**src/rtl/memtest_cfg.svh**
```systemverilog
`ifndef MEMTEST_CFG_SVH
`define MEMTEST_CFG_SVH

// test memory geometry
// depth is kept small so a full pass runs in a few dozen clocks
`define MT_DEPTH 16

// one stored word, matches the 16-bit LFSR state
`define MT_WIDTH 16

// LFSR start value, reloaded at the start of the write phase
// and again at the start of the verify phase
// must not be zero or the sequence sticks
`define MT_SEED 16'hACE1

// pixel clocks per elapsed second
// a 25 MHz pixel clock would need 25_000_000 here,
// simulation uses a short second so the clock visibly moves
`define MT_SEC_TICKS 50

// elapsed clock limits
`define MT_SECS_PER_MIN 60

`endif

```
**src/rtl/memtest_pkg.sv**
```systemverilog
package memtest_pkg;

    // one-cycle pulses from the button decoder to the pattern engine
    typedef struct packed {
        logic start;
        logic inject;
    } mt_cmd_t;

    // elapsed display word, read as mm:ss or as a signed phase value
    typedef union packed {
        struct packed {
            logic [7:0] mins;
            logic [7:0] secs;
        } tm;
        logic signed [15:0] phase;
    } mt_status_u;

    // clock frequency settings selectable with up/down
    localparam int MT_FREQ_N = 11;

    // index 0 is the fastest setting
    localparam logic [10:0] MT_FREQ_TABLE [MT_FREQ_N] = '{
        11'h167,
        11'h160,
        11'h150,
        11'h140,
        11'h130,
        11'h120,
        11'h110,
        11'h100,
        11'h090,
        11'h080,
        11'h070
    };

    // highest legal value of the frequency index
    localparam logic [3:0] MT_POS_MAX = 4'(MT_FREQ_N - 1);

endpackage

```
**src/rtl/memtest_if.sv**
```systemverilog
`timescale 1ns/1ns

// pass results from the pattern engine to the result stage
interface memtest_if;

    // one clock wide, marks the end of a write+verify pass
    logic       pass_done;

    // pass result, valid together with pass_done
    logic       pass_ok;

    // high from the clock after start until pass_done
    logic       busy;

    // mismatches seen in the last pass, saturates at 255
    logic [7:0] err_count;

    modport engine (
        output pass_done,
        output pass_ok,
        output busy,
        output err_count
    );

    modport tally (
        input pass_done,
        input pass_ok,
        input busy,
        input err_count
    );

endinterface

```
**src/rtl/cmd_decode.sv**
```systemverilog
`timescale 1ns/1ns

module cmd_decode
    import memtest_pkg::*;
(
    input  logic        clk_pixel,
    input  logic        rst_n,
    input  logic [5:0]  btn,
    input  logic        pass_done,
    output mt_cmd_t     cmd,
    output logic        auto_mode,
    output logic        ph_mode,
    output logic [3:0]  pos,
    output logic [15:0] phase
);

    // button bit positions
    localparam int BTN_START  = 0;
    localparam int BTN_AUTO   = 1;
    localparam int BTN_UP     = 2;
    localparam int BTN_DOWN   = 3;
    localparam int BTN_PHASE  = 4;
    localparam int BTN_INJECT = 5;

    logic [5:0] sync_a;
    logic [5:0] sync_b;
    logic [5:0] btn_prev;
    logic [5:0] rise;
    logic       start_fire;
    logic       inj_armed;

    // two flops against metastability, then one more for edge detect
    always_ff @(posedge clk_pixel)
    begin
        if (!rst_n)
        begin
            sync_a   <= '0;
            sync_b   <= '0;
            btn_prev <= '0;
        end
        else
        begin
            sync_a   <= btn;
            sync_b   <= sync_a;
            btn_prev <= sync_b;
        end
    end

    assign rise = sync_b & ~btn_prev;

    // a start comes from the button, from switching auto on,
    // or from the end of a pass while auto is running
    assign start_fire = rise[BTN_START]
                      | (rise[BTN_AUTO] & ~auto_mode)
                      | (auto_mode & pass_done);

    always_ff @(posedge clk_pixel)
    begin
        if (!rst_n)
        begin
            cmd       <= '0;
            inj_armed <= 1'b0;
            auto_mode <= 1'b0;
            ph_mode   <= 1'b0;
            pos       <= '0;
            phase     <= '0;
        end
        else
        begin
            cmd.start  <= start_fire;
            cmd.inject <= start_fire & inj_armed;

            // armed flag is handed over with the next start
            if (start_fire)
                inj_armed <= 1'b0;
            else if (rise[BTN_INJECT])
                inj_armed <= 1'b1;

            if (rise[BTN_AUTO])
                auto_mode <= ~auto_mode;
            if (rise[BTN_PHASE])
                ph_mode <= ~ph_mode;

            // up/down steer the phase value or the frequency index
            if (ph_mode)
            begin
                if (rise[BTN_UP])
                    phase <= phase + 16'd1;
                else if (rise[BTN_DOWN])
                    phase <= phase - 16'd1;
            end
            else
            begin
                if (rise[BTN_UP] && pos != MT_POS_MAX)
                    pos <= pos + 4'd1;
                else if (rise[BTN_DOWN] && pos != 4'd0)
                    pos <= pos - 4'd1;
            end
        end
    end

    // pos indexes the frequency table in the result stage
    a_pos_in_table: assert property (
        @(posedge clk_pixel) disable iff (!rst_n) pos <= MT_POS_MAX
    ) else $error("frequency index out of table range");

endmodule

```
**src/rtl/pattern_engine.sv**
```systemverilog
`timescale 1ns/1ns
`include "memtest_cfg.svh"

module pattern_engine
    import memtest_pkg::*;
(
    input  logic      clk_pixel,
    input  logic      rst_n,
    input  mt_cmd_t   cmd,
    memtest_if.engine res
);

    localparam int AW = $clog2(`MT_DEPTH);
    localparam logic [AW-1:0] LAST_ADDR = AW'(`MT_DEPTH - 1);

    typedef enum logic [1:0] {
        ST_IDLE,
        ST_WRITE,
        ST_READ,
        ST_DRAIN
    } state_t;

    state_t               state;
    logic [AW-1:0]        addr;
    logic [15:0]          lfsr;
    logic [15:0]          lfsr_next;
    logic                 inj_q;
    logic [`MT_WIDTH-1:0] pattern;
    logic [`MT_WIDTH-1:0] wr_data;
    logic                 wr_en;
    logic                 rd_en;
    logic [`MT_WIDTH-1:0] rd_data;
    logic [`MT_WIDTH-1:0] expect_q;
    logic                 rd_valid;
    logic                 rd_last;
    logic                 mismatch;
    logic [7:0]           err_cnt;
    logic [7:0]           err_next;

    logic [`MT_WIDTH-1:0] mem [`MT_DEPTH];

    // x^16 + x^14 + x^13 + x^11 + 1, one step per word
    assign lfsr_next = {lfsr[14:0], lfsr[15] ^ lfsr[13] ^ lfsr[12] ^ lfsr[10]};
    assign pattern   = `MT_WIDTH'(lfsr);

    // fault injection flips bit 0 of word 0 on the way in
    assign wr_data = pattern ^ `MT_WIDTH'(inj_q && addr == '0);
    assign wr_en   = (state == ST_WRITE);
    assign rd_en   = (state == ST_READ);

    always_ff @(posedge clk_pixel)
    begin
        if (wr_en)
            mem[addr] <= wr_data;
        rd_data  <= mem[addr];
        // expected word travels alongside the registered read
        expect_q <= pattern;
    end

    assign mismatch = (rd_data != expect_q);
    assign err_next = (mismatch && err_cnt != 8'hFF) ? err_cnt + 8'd1 : err_cnt;

    always_ff @(posedge clk_pixel)
    begin
        if (!rst_n)
        begin
            state         <= ST_IDLE;
            addr          <= '0;
            lfsr          <= `MT_SEED;
            inj_q         <= 1'b0;
            rd_valid      <= 1'b0;
            rd_last       <= 1'b0;
            err_cnt       <= '0;
            res.busy      <= 1'b0;
            res.pass_done <= 1'b0;
            res.pass_ok   <= 1'b0;
            res.err_count <= '0;
        end
        else
        begin
            res.pass_done <= 1'b0;
            rd_valid      <= rd_en;
            rd_last       <= rd_en && addr == LAST_ADDR;

            case (state)
                ST_IDLE:
                begin
                    // starts while busy never reach this branch
                    if (cmd.start)
                    begin
                        state    <= ST_WRITE;
                        res.busy <= 1'b1;
                        addr     <= '0;
                        lfsr     <= `MT_SEED;
                        inj_q    <= cmd.inject;
                        err_cnt  <= '0;
                    end
                end
                ST_WRITE:
                begin
                    addr <= addr + 1'b1;
                    lfsr <= lfsr_next;
                    if (addr == LAST_ADDR)
                    begin
                        state <= ST_READ;
                        addr  <= '0;
                        lfsr  <= `MT_SEED;
                    end
                end
                ST_READ:
                begin
                    addr <= addr + 1'b1;
                    lfsr <= lfsr_next;
                    if (addr == LAST_ADDR)
                        state <= ST_DRAIN;
                end
                default:
                begin
                    // wait for the last compare
                end
            endcase

            if (rd_valid)
                err_cnt <= err_next;

            if (rd_valid && rd_last)
            begin
                state         <= ST_IDLE;
                res.busy      <= 1'b0;
                res.pass_done <= 1'b1;
                res.pass_ok   <= (err_next == 8'd0);
                res.err_count <= err_next;
            end
        end
    end

    // busy drops on the same edge that raises pass_done
    a_done_in_pass: assert property (
        @(posedge clk_pixel) disable iff (!rst_n) res.pass_done |-> $past(res.busy)
    ) else $error("pass_done outside a running pass");

endmodule

```
**src/rtl/result_tally.sv**
```systemverilog
`timescale 1ns/1ns
`include "memtest_cfg.svh"

module result_tally
    import memtest_pkg::*;
(
    input  logic        clk_pixel,
    input  logic        rst_n,
    memtest_if.tally    res,
    input  logic        auto_mode,
    input  logic        ph_mode,
    input  logic [3:0]  pos,
    input  logic [15:0] phase,
    output logic [31:0] pass_count,
    output logic [31:0] fail_count,
    output logic [15:0] freq,
    output logic [15:0] elapsed,
    output logic [7:0]  mark
);

    localparam int TICK_W = $clog2(`MT_SEC_TICKS);
    localparam logic [TICK_W-1:0] TICK_LAST = TICK_W'(`MT_SEC_TICKS - 1);
    localparam logic [7:0] SEC_LAST = 8'(`MT_SECS_PER_MIN - 1);

    logic [TICK_W-1:0] tick_cnt;
    logic [7:0]        secs;
    logic [7:0]        mins;
    mt_status_u        status;

    // pass and fail counters update one clock behind pass_done
    always_ff @(posedge clk_pixel)
    begin
        if (!rst_n)
        begin
            pass_count <= '0;
            fail_count <= '0;
        end
        else if (res.pass_done)
        begin
            if (res.pass_ok)
                pass_count <= pass_count + 32'd1;
            else
                fail_count <= fail_count + 32'd1;
        end
    end

    // free running mm:ss since reset
    always_ff @(posedge clk_pixel)
    begin
        if (!rst_n)
        begin
            tick_cnt <= '0;
            secs     <= '0;
            mins     <= '0;
        end
        else if (tick_cnt == TICK_LAST)
        begin
            tick_cnt <= '0;
            if (secs == SEC_LAST)
            begin
                secs <= '0;
                mins <= mins + 8'd1;
            end
            else
            begin
                secs <= secs + 8'd1;
            end
        end
        else
        begin
            tick_cnt <= tick_cnt + 1'b1;
        end
    end

    always_comb
    begin
        status = '0;
        if (ph_mode)
        begin
            status.phase = signed'(phase);
        end
        else
        begin
            status.tm.mins = mins;
            status.tm.secs = secs;
        end
    end

    assign elapsed = status;
    assign freq    = 16'hF000 | {5'd0, MT_FREQ_TABLE[pos]};

    // running light on the mark byte while auto-repeat is on
    assign mark = ph_mode   ? 8'hF0 :
                  auto_mode ? 8'h80 >> secs[3:0] :
                              8'h00;

    // a pass compares MT_DEPTH words and cannot report more mismatches than that
    a_err_within_depth: assert property (
        @(posedge clk_pixel) disable iff (!rst_n)
        res.pass_done |-> (int'(res.err_count) <= `MT_DEPTH)
    ) else $error("err_count exceeds the words checked in one pass");

endmodule

```
**src/rtl/memtest_top.sv**
```systemverilog
`timescale 1ns/1ns

module memtest_top
    import memtest_pkg::*;
(
    input  logic        clk_pixel,
    input  logic        rst_n,
    input  logic [5:0]  btn,
    output logic [31:0] pass_count,
    output logic [31:0] fail_count,
    output logic [15:0] freq,
    output logic [15:0] elapsed,
    output logic [7:0]  mark,
    output logic        busy
);

    mt_cmd_t     cmd;
    logic        auto_mode;
    logic        ph_mode;
    logic [3:0]  pos;
    logic [15:0] phase;

    // results of each pass, engine to tally
    memtest_if res_if ();

    // buttons to commands and display modes
    cmd_decode u_decode (
        .clk_pixel (clk_pixel),
        .rst_n     (rst_n),
        .btn       (btn),
        .pass_done (res_if.pass_done),
        .cmd       (cmd),
        .auto_mode (auto_mode),
        .ph_mode   (ph_mode),
        .pos       (pos),
        .phase     (phase)
    );

    pattern_engine u_engine (
        .clk_pixel (clk_pixel),
        .rst_n     (rst_n),
        .cmd       (cmd),
        .res       (res_if.engine)
    );

    result_tally u_tally (
        .clk_pixel  (clk_pixel),
        .rst_n      (rst_n),
        .res        (res_if.tally),
        .auto_mode  (auto_mode),
        .ph_mode    (ph_mode),
        .pos        (pos),
        .phase      (phase),
        .pass_count (pass_count),
        .fail_count (fail_count),
        .freq       (freq),
        .elapsed    (elapsed),
        .mark       (mark)
    );

    assign busy = res_if.busy;

endmodule

```
**config.mk**
```make
export PLATFORM = sky130hd
export DESIGN_NAME = memtest_top
export DESIGN_NICKNAME = d
export VERILOG_FILES = /design/src/rtl/memtest_pkg.sv /design/src/rtl/memtest_if.sv /design/src/rtl/cmd_decode.sv /design/src/rtl/pattern_engine.sv /design/src/rtl/result_tally.sv /design/src/rtl/memtest_top.sv
export VERILOG_INCLUDE_DIRS = /design/src /design/src/rtl
export SDC_FILE = /design/constraint.sdc
export NUM_CORES = 1
export LEC_CHECK = 0
export BUFFER_PORTS_ARGS = -buffer_cell sky130_fd_sc_hd__clkbuf_2
export CAP_MARGIN = 20
export CORE_MARGIN = 2
export CORE_UTILIZATION = 55
export CTS_BUF_LIST = sky130_fd_sc_hd__clkbuf_8
export DETAILED_ROUTE_END_ITERATION = 8
export PLACE_DENSITY = 0.73
export SLEW_MARGIN = 20
export SYNTH_ARGS = -nofsm -noshare
export SYNTH_HDL_FRONTEND = slang
export SYNTH_SLANG_ARGS = --single-unit
```
**constraint.sdc**
```tcl
create_clock -name clk_pixel -period 3.75 [get_ports clk_pixel]
set_input_delay 0.375 -clock clk_pixel [delete_from_list [all_inputs] [get_ports clk_pixel]]
set_output_delay 0.375 -clock clk_pixel [all_outputs]
set_load 0.005 [all_outputs]
```
; Yosys cells after proc, flatten, opt, wreduce, memory -nomap -nowiden
; Memories as Yosys holds them, arrays and structs flattened. A register that Yosys moved wholly into a read port is not among the register bits.
; Cells that the tools add are included.
[op_classes]
n_addsub = 11
n_mul = 0
div_mod_pow = 0
magnitude_cmp = 1
n_eq_ne = 11
n_shift = 1
muxes = 27
bitwise = 16
reduce_logical = 27
[ops]
columns = operator, count
row1 = $mux 16, 5
row2 = $add 32x1->32 const B, 2
row3 = $mux 8, 7
row4 = $pmux 16 s3, 1
row5 = $add 8x1->8 const B, 3
row6 = $mux 11, 2
row7 = $add 16x1->16 const B, 1
row8 = $mux 4, 4
row9 = $ne 16x16->1, 1
row10 = $reduce_and 2->1, 8
row11 = $sub 16x1->16 const B, 1
row12 = $xor 16x1->16, 1
row13 = $pmux 4 s3, 1
row14 = $add 4x1->4 const B, 2
row15 = $eq 8x6->1 const B, 1
row16 = $logic_not 8->1, 1
row17 = $ne 8x8->1 const B, 1
row18 = $reduce_bool 2->1, 4
row19 = $shr 8x4->8 const A, 1
row20 = $add 6x1->6 const B, 1
row21 = $and 6x6->6, 1
row22 = $eq 6x6->1 const B, 1
row23 = $logic_and 1x1->1, 6
row24 = $mux 2, 3
row25 = other kinds (21), 35
[word_totals]
ff_bits = 181
latchBits = 0
mem_bits_rw = 256
romBits = 176
output_inout_bits = 105
mem_count = 2
[memory_table]
columns = name, words, word_bits, read_ports, rd_clocked_by_memory_dff, write_ports, line
row1 = u_engine.mem, 16, 16, 1, 1, 1, pattern_engine.sv:40  ; logic [`MT_WIDTH-1:0] mem [`MT_DEPTH];
row2 = (no name shown), 16, 11, 1, 0, 0, result_tally.sv:90  ; assign freq = 16'hF000 | {5'd0, MT_FREQ_TABLE[pos]};

; Longest topological paths before layout
[depth]
depth_word = 6
mapped_depth = 10

; Hierarchy
; A second synthesis with hierarchy kept.
[unflattened]
hier_cells = 1497
hier_area_um2 = 19607.6
[modules_own_cells]
columns = module, instances, cells_each, area_each_um2
row1 = pattern_engine, 1, 687, 12664.6
row2 = result_tally, 1, 536, 4536.9
row3 = cmd_decode, 1, 274, 2406.1

; Worst setup path after synthesis
; No wires, ideal clock.
[synth_timing]
path_type = reg-to-reg
from = reg u_engine.addr[1]
to = mem u_engine.mem[0][0] (netlist bit) (enable)
t_arrival_ps = 2375
setup_slack_ps = 966
stages_incl_launch_ff = 8
n_path_buf = 3
path_cell_list = dfxtp_1 clkbuf_1 buf_1 buf_1 inv_1 ha_1 nand2_1 nor3_1
[synth_rtl]
columns = item, line
row1 = "start, declared", pattern_engine.sv:24  ; logic [AW-1:0] addr;
row2 = "start signal, assigned", pattern_engine.sv:101  ; addr <= addr + 1'b1;
row3 = "start signal, assigned", pattern_engine.sv:112  ; addr <= addr + 1'b1;
row4 = "end, declared", pattern_engine.sv:40
; Straight into the memory's write port.

; Worst setup path after layout
[layout_timing]
from = reg u_decode.btn_prev[2]
to = reg u_decode.phase[14]
[layout_via]
elab_chain_cells = 4
elab_cells_between_ends = 5
[layout_rtl]
columns = item, line
row1 = "start, declared", cmd_decode.sv:27  ; logic [5:0] btn_prev;
row2 = "start signal, assigned", cmd_decode.sv:45  ; btn_prev <= sync_b;
row3 = $not 6->6 *, cmd_decode.sv:49  ; assign rise = sync_b & ~btn_prev;
row4 = $and 6x6->6 *, cmd_decode.sv:49
row5 = $reduce_bool 2->1 (no source line), --
row6 = $reduce_and 2->1 (no source line), --
row7 = "end signal, assigned", cmd_decode.sv:88  ; phase <= phase + 16'd1;
row8 = "end signal, assigned", cmd_decode.sv:90  ; phase <= phase - 16'd1;
row9 = "end, declared", cmd_decode.sv:14  ; output logic [15:0] phase
; Mark *: on every way between the ends. The rest lies on a longest branch, timed or not.
; A chain may end at the register's enable or synchronous reset.

==> impl_metrics.toml <==
[finish]
final_common_cell = "edfxtp_1"
post-route-util_pct = 63.2
syn_to_final_growth_pct = 13.9
antennaDiodeCount = 0
final_cell_mix = "edfxtp_1, dfxtp_1, nor2_1, clkbuf_2, nand2_1"
fillers = 2541
drive_gt1_share_pct = 23.1
nets = 1559
fin_area_mm2 = 0.0211

[global_routing]
grt_pass1_wl_mm = 60.0
antenna_found_initial = 0
grt-ovfl-total = 0
grt_max_degree = 48
grt_pass1_vias = 11267
track_usage_pct = 21.6

[clocking]
numCtsBuffers = 72
clk_pin_slew_ns = 0.07
cts-root-buf = "clkbuf_8"
clk_latency_ns = 0.61
tritoncts = "done"
clkSinkCount = 453
h-tree-depth = 3
cts.path.max_buffers = 3

[logic_synthesis]
yosysWarningCount = 0
synth_top_family_by_area = "multiplexers"
ys_seq_area_share_pct = 62.8
synth_xor_area_share_pct = 5.25
synth.largest_area_cell = "edfxtp_1"
synthFlopType = "edfxtp_1"
avgSynthCellArea_um2 = 13.6
ys_ff_latch = 453
synthMuxAreaShare_pct = 11.1
synth-compound-area-share_pct = 4.82
synth.cell_area_mm2 = 0.0185
synth_top_cells_by_area = "edfxtp_1, dfxtp_1, mux4_2"
synth_cell_types = 55
netlist.area_leader.share_pct = 41.5
synth_edf_count = 256
async_flop_share_pct = 0
yosys.area_share.simple_pct = 11.1
synthCells = 1358
yosys.area_share.adder_pct = 2.78

[power]
power_density_mw_per_mm2 = 516
sw_frac_of_total_pct = 25.0
p_clk_share_pct = 37.3
switching_power_uw = 2720
intPower_uw = 8170
vdd_drop_max_mv = 0.266
seq_power_share_pct = 53.6
combPwrFrac_pct = 9.1
p_leak_uw = 0.00760

[detailed_routing]
routed_wl_mm = 37.6
drc = 0
first_pass_iters = 5
drt_iter0_drc = 881
routedWlPerCell_um = 18.6
postRouteAntennaNets = 0
vias_per_cell = 5.59
vias = 11284

[timing]
final-setup-viol-count = 0
rsz0062_at_grt = "false"
worst_pin_slew_ns = 0.953
tns_ns = 0
fin_crit_ns = 2.95
fin_skew_ns = 0.0326
clock.fmax_mhz = 339
slew_headroom_pct = 36.5
fin_crit_sh_pct = 78.7
drv_slew = 0
hold_viol_final = 0

[worst_setup_path]
worst-endpoint-required_ns = 4.23
cp-end-kind = "flop"
r2r-start = "u_decode.btn_prev[2]"
path_max_fanout = 19
r2r_end = "u_decode.phase[14]"
crit_type = "flop to flop"
r2r_cells = 10
worst_setup_path_start_kind = "flop"
crit_end = "u_decode.phase[14]"
critical_path_arrival_ns = 3.43
r2r_slack_ns = 0.80
critPathLaunch = "u_decode.btn_prev[2]"

[floorplan]
die_x_um = 188
core_mm2 = 0.0334
ioPinCount = 113
die_y_um = 188
row_count = 67
die_area_mm2 = 0.0352
initial_utilization_pct = 55.5

[status]
status = "complete, no violations"

[job]
cap_viol_max_count = 0

[placement]
placed_cell_area_mm2 = 0.0196
dp_hpwl_mm = 23.5
portBuffers = 104
place.gp.congestion = 0.828

[worst_hold_path]
min_path_type = "input pin to flop"
==> how the worst min path moves through the flow <==
stage                     slack [ns]              endpoint  depth (start not counted)        startpoint
after floorplan                 0.38  u_engine.expect_q[0]                          0  u_engine.lfsr[0]
after global placement          0.40  u_engine.expect_q[0]                          0  u_engine.lfsr[0]
after detailed placement        0.41  u_engine.expect_q[0]                          0  u_engine.lfsr[0]
after CTS                       0.34      u_engine.lfsr[7]                          3             rst_n
after global routing            0.38      u_engine.lfsr[7]                          3             rst_n
final                           0.37      u_engine.lfsr[7]                          3             rst_n
==> flip-flops by register name, indices dropped and copies added, names as in the netlist, 8 cells and up <==
name                cells
u_decode.phase         16
u_tally.mins            8
u_tally.pass_count     32
u_engine.expect_q      16
u_tally.secs            8
u_engine.lfsr          16
u_engine.mem          256
u_tally.fail_count     32
u_engine.rd_data       16
u_engine.err_cnt        8
==> kinds of logic after synthesis <==
group / Yosys count
flip-flops: 453
AND/OR/NAND/NOR: 411
AO/OA/AOI/OAI: 143
XOR/XNOR: 111
multiplexers: 104
buffers and inverters: 94
adder cells (fa/ha/maj): 40
other: 2
==> per-stage QoR <==
step | instances | total power (µW) | setup WS, ns | hold WS, ns
after floorplan | 1364 | 6610 | 0.966 | 0.375
after detailed placement | 1879 | 6910 | 0.811 | 0.410
after global routing | 2017 | 11300 | 0.542 | 0.384
after CTS | 2017 | 11000 | 0.800 | 0.343
final | 2017 | 10900 | 0.799 | 0.372
after global placement | 1879 | 6870 | 0.883 | 0.397
==> cell usage after synthesis, drive strengths merged, types with 3 or more instances <==
cell type	n
edfxtp	256
o211ai	12
nand4	26
a211oi	9
a311oi	3
inv	26
nor4	8
nor2	144
o21ai	29
o21a	4
and3	16
a21o	8
nand2	86
nor3	22
xor2	59
nand3	46
nand2b	8
buf	25
a31oi	6
a21oi	45
and2	23
or3	8
mux2i	10
mux4	80
o31ai	4
a41oi	3
xnor2	52
ha	38
and4	10
dfxtp	197
clkbuf	42
a22oi	13
mux2	14
nor2b	7
==> area by class of cell <==
type | instances | area [µm²] | area share [%]
sequential | 453 | 11600 | 55.1
multi-input combinational | 817 | 6570 | 31.2
clock buffer | 83 | 1140 | 5.41
timing repair buffer | 140 | 806 | 3.82
tap | 448 | 561 | 2.66
clock inverter | 49 | 279 | 1.32
inverter | 27 | 103 | 0.486
==> what timing repair did <==
action | CTS | global route
gates resized for setup | 0 | 0
endpoints found under the hold margin | 6 | 0
endpoints found under the setup margin | 0 | 0
hold buffers | 6 | 0
setup buffers | 0 | 0
==> per-layer routing <==
metal,part of all wire [%],global-route usage (%),vias to the layer above
li1,-,-,5324
met1,42,28.6,5525
met2,49,35.8,352
met3,6.5,3.89,83
met4,2.6,8.45,0
met5,0,0,-
==> critical path: stages, from the launching register on <==
cell      delay (ns)
dfxtp_1         0.30
nand2b_1        0.62
inv_1           0.22
fa_1            0.45
nor2b_1         0.15
o21a_1          0.15
o21ai_0         0.16
a31o_2          0.33
a21oi_1         0.16
mux2i_1         0.21
nand2_1         0.08
==> power by group through the flow <==
stage               sequential (µW)  combinational, µW  clock (µW)
floorplan                      5830                780           0
global placement               5910                957           0
detailed placement             5930                983           0
CTS                            5830                993        4150
global route                   5860               1090        4350
finish                         5830                994        4060
Power figures use the tool's default switching activity.
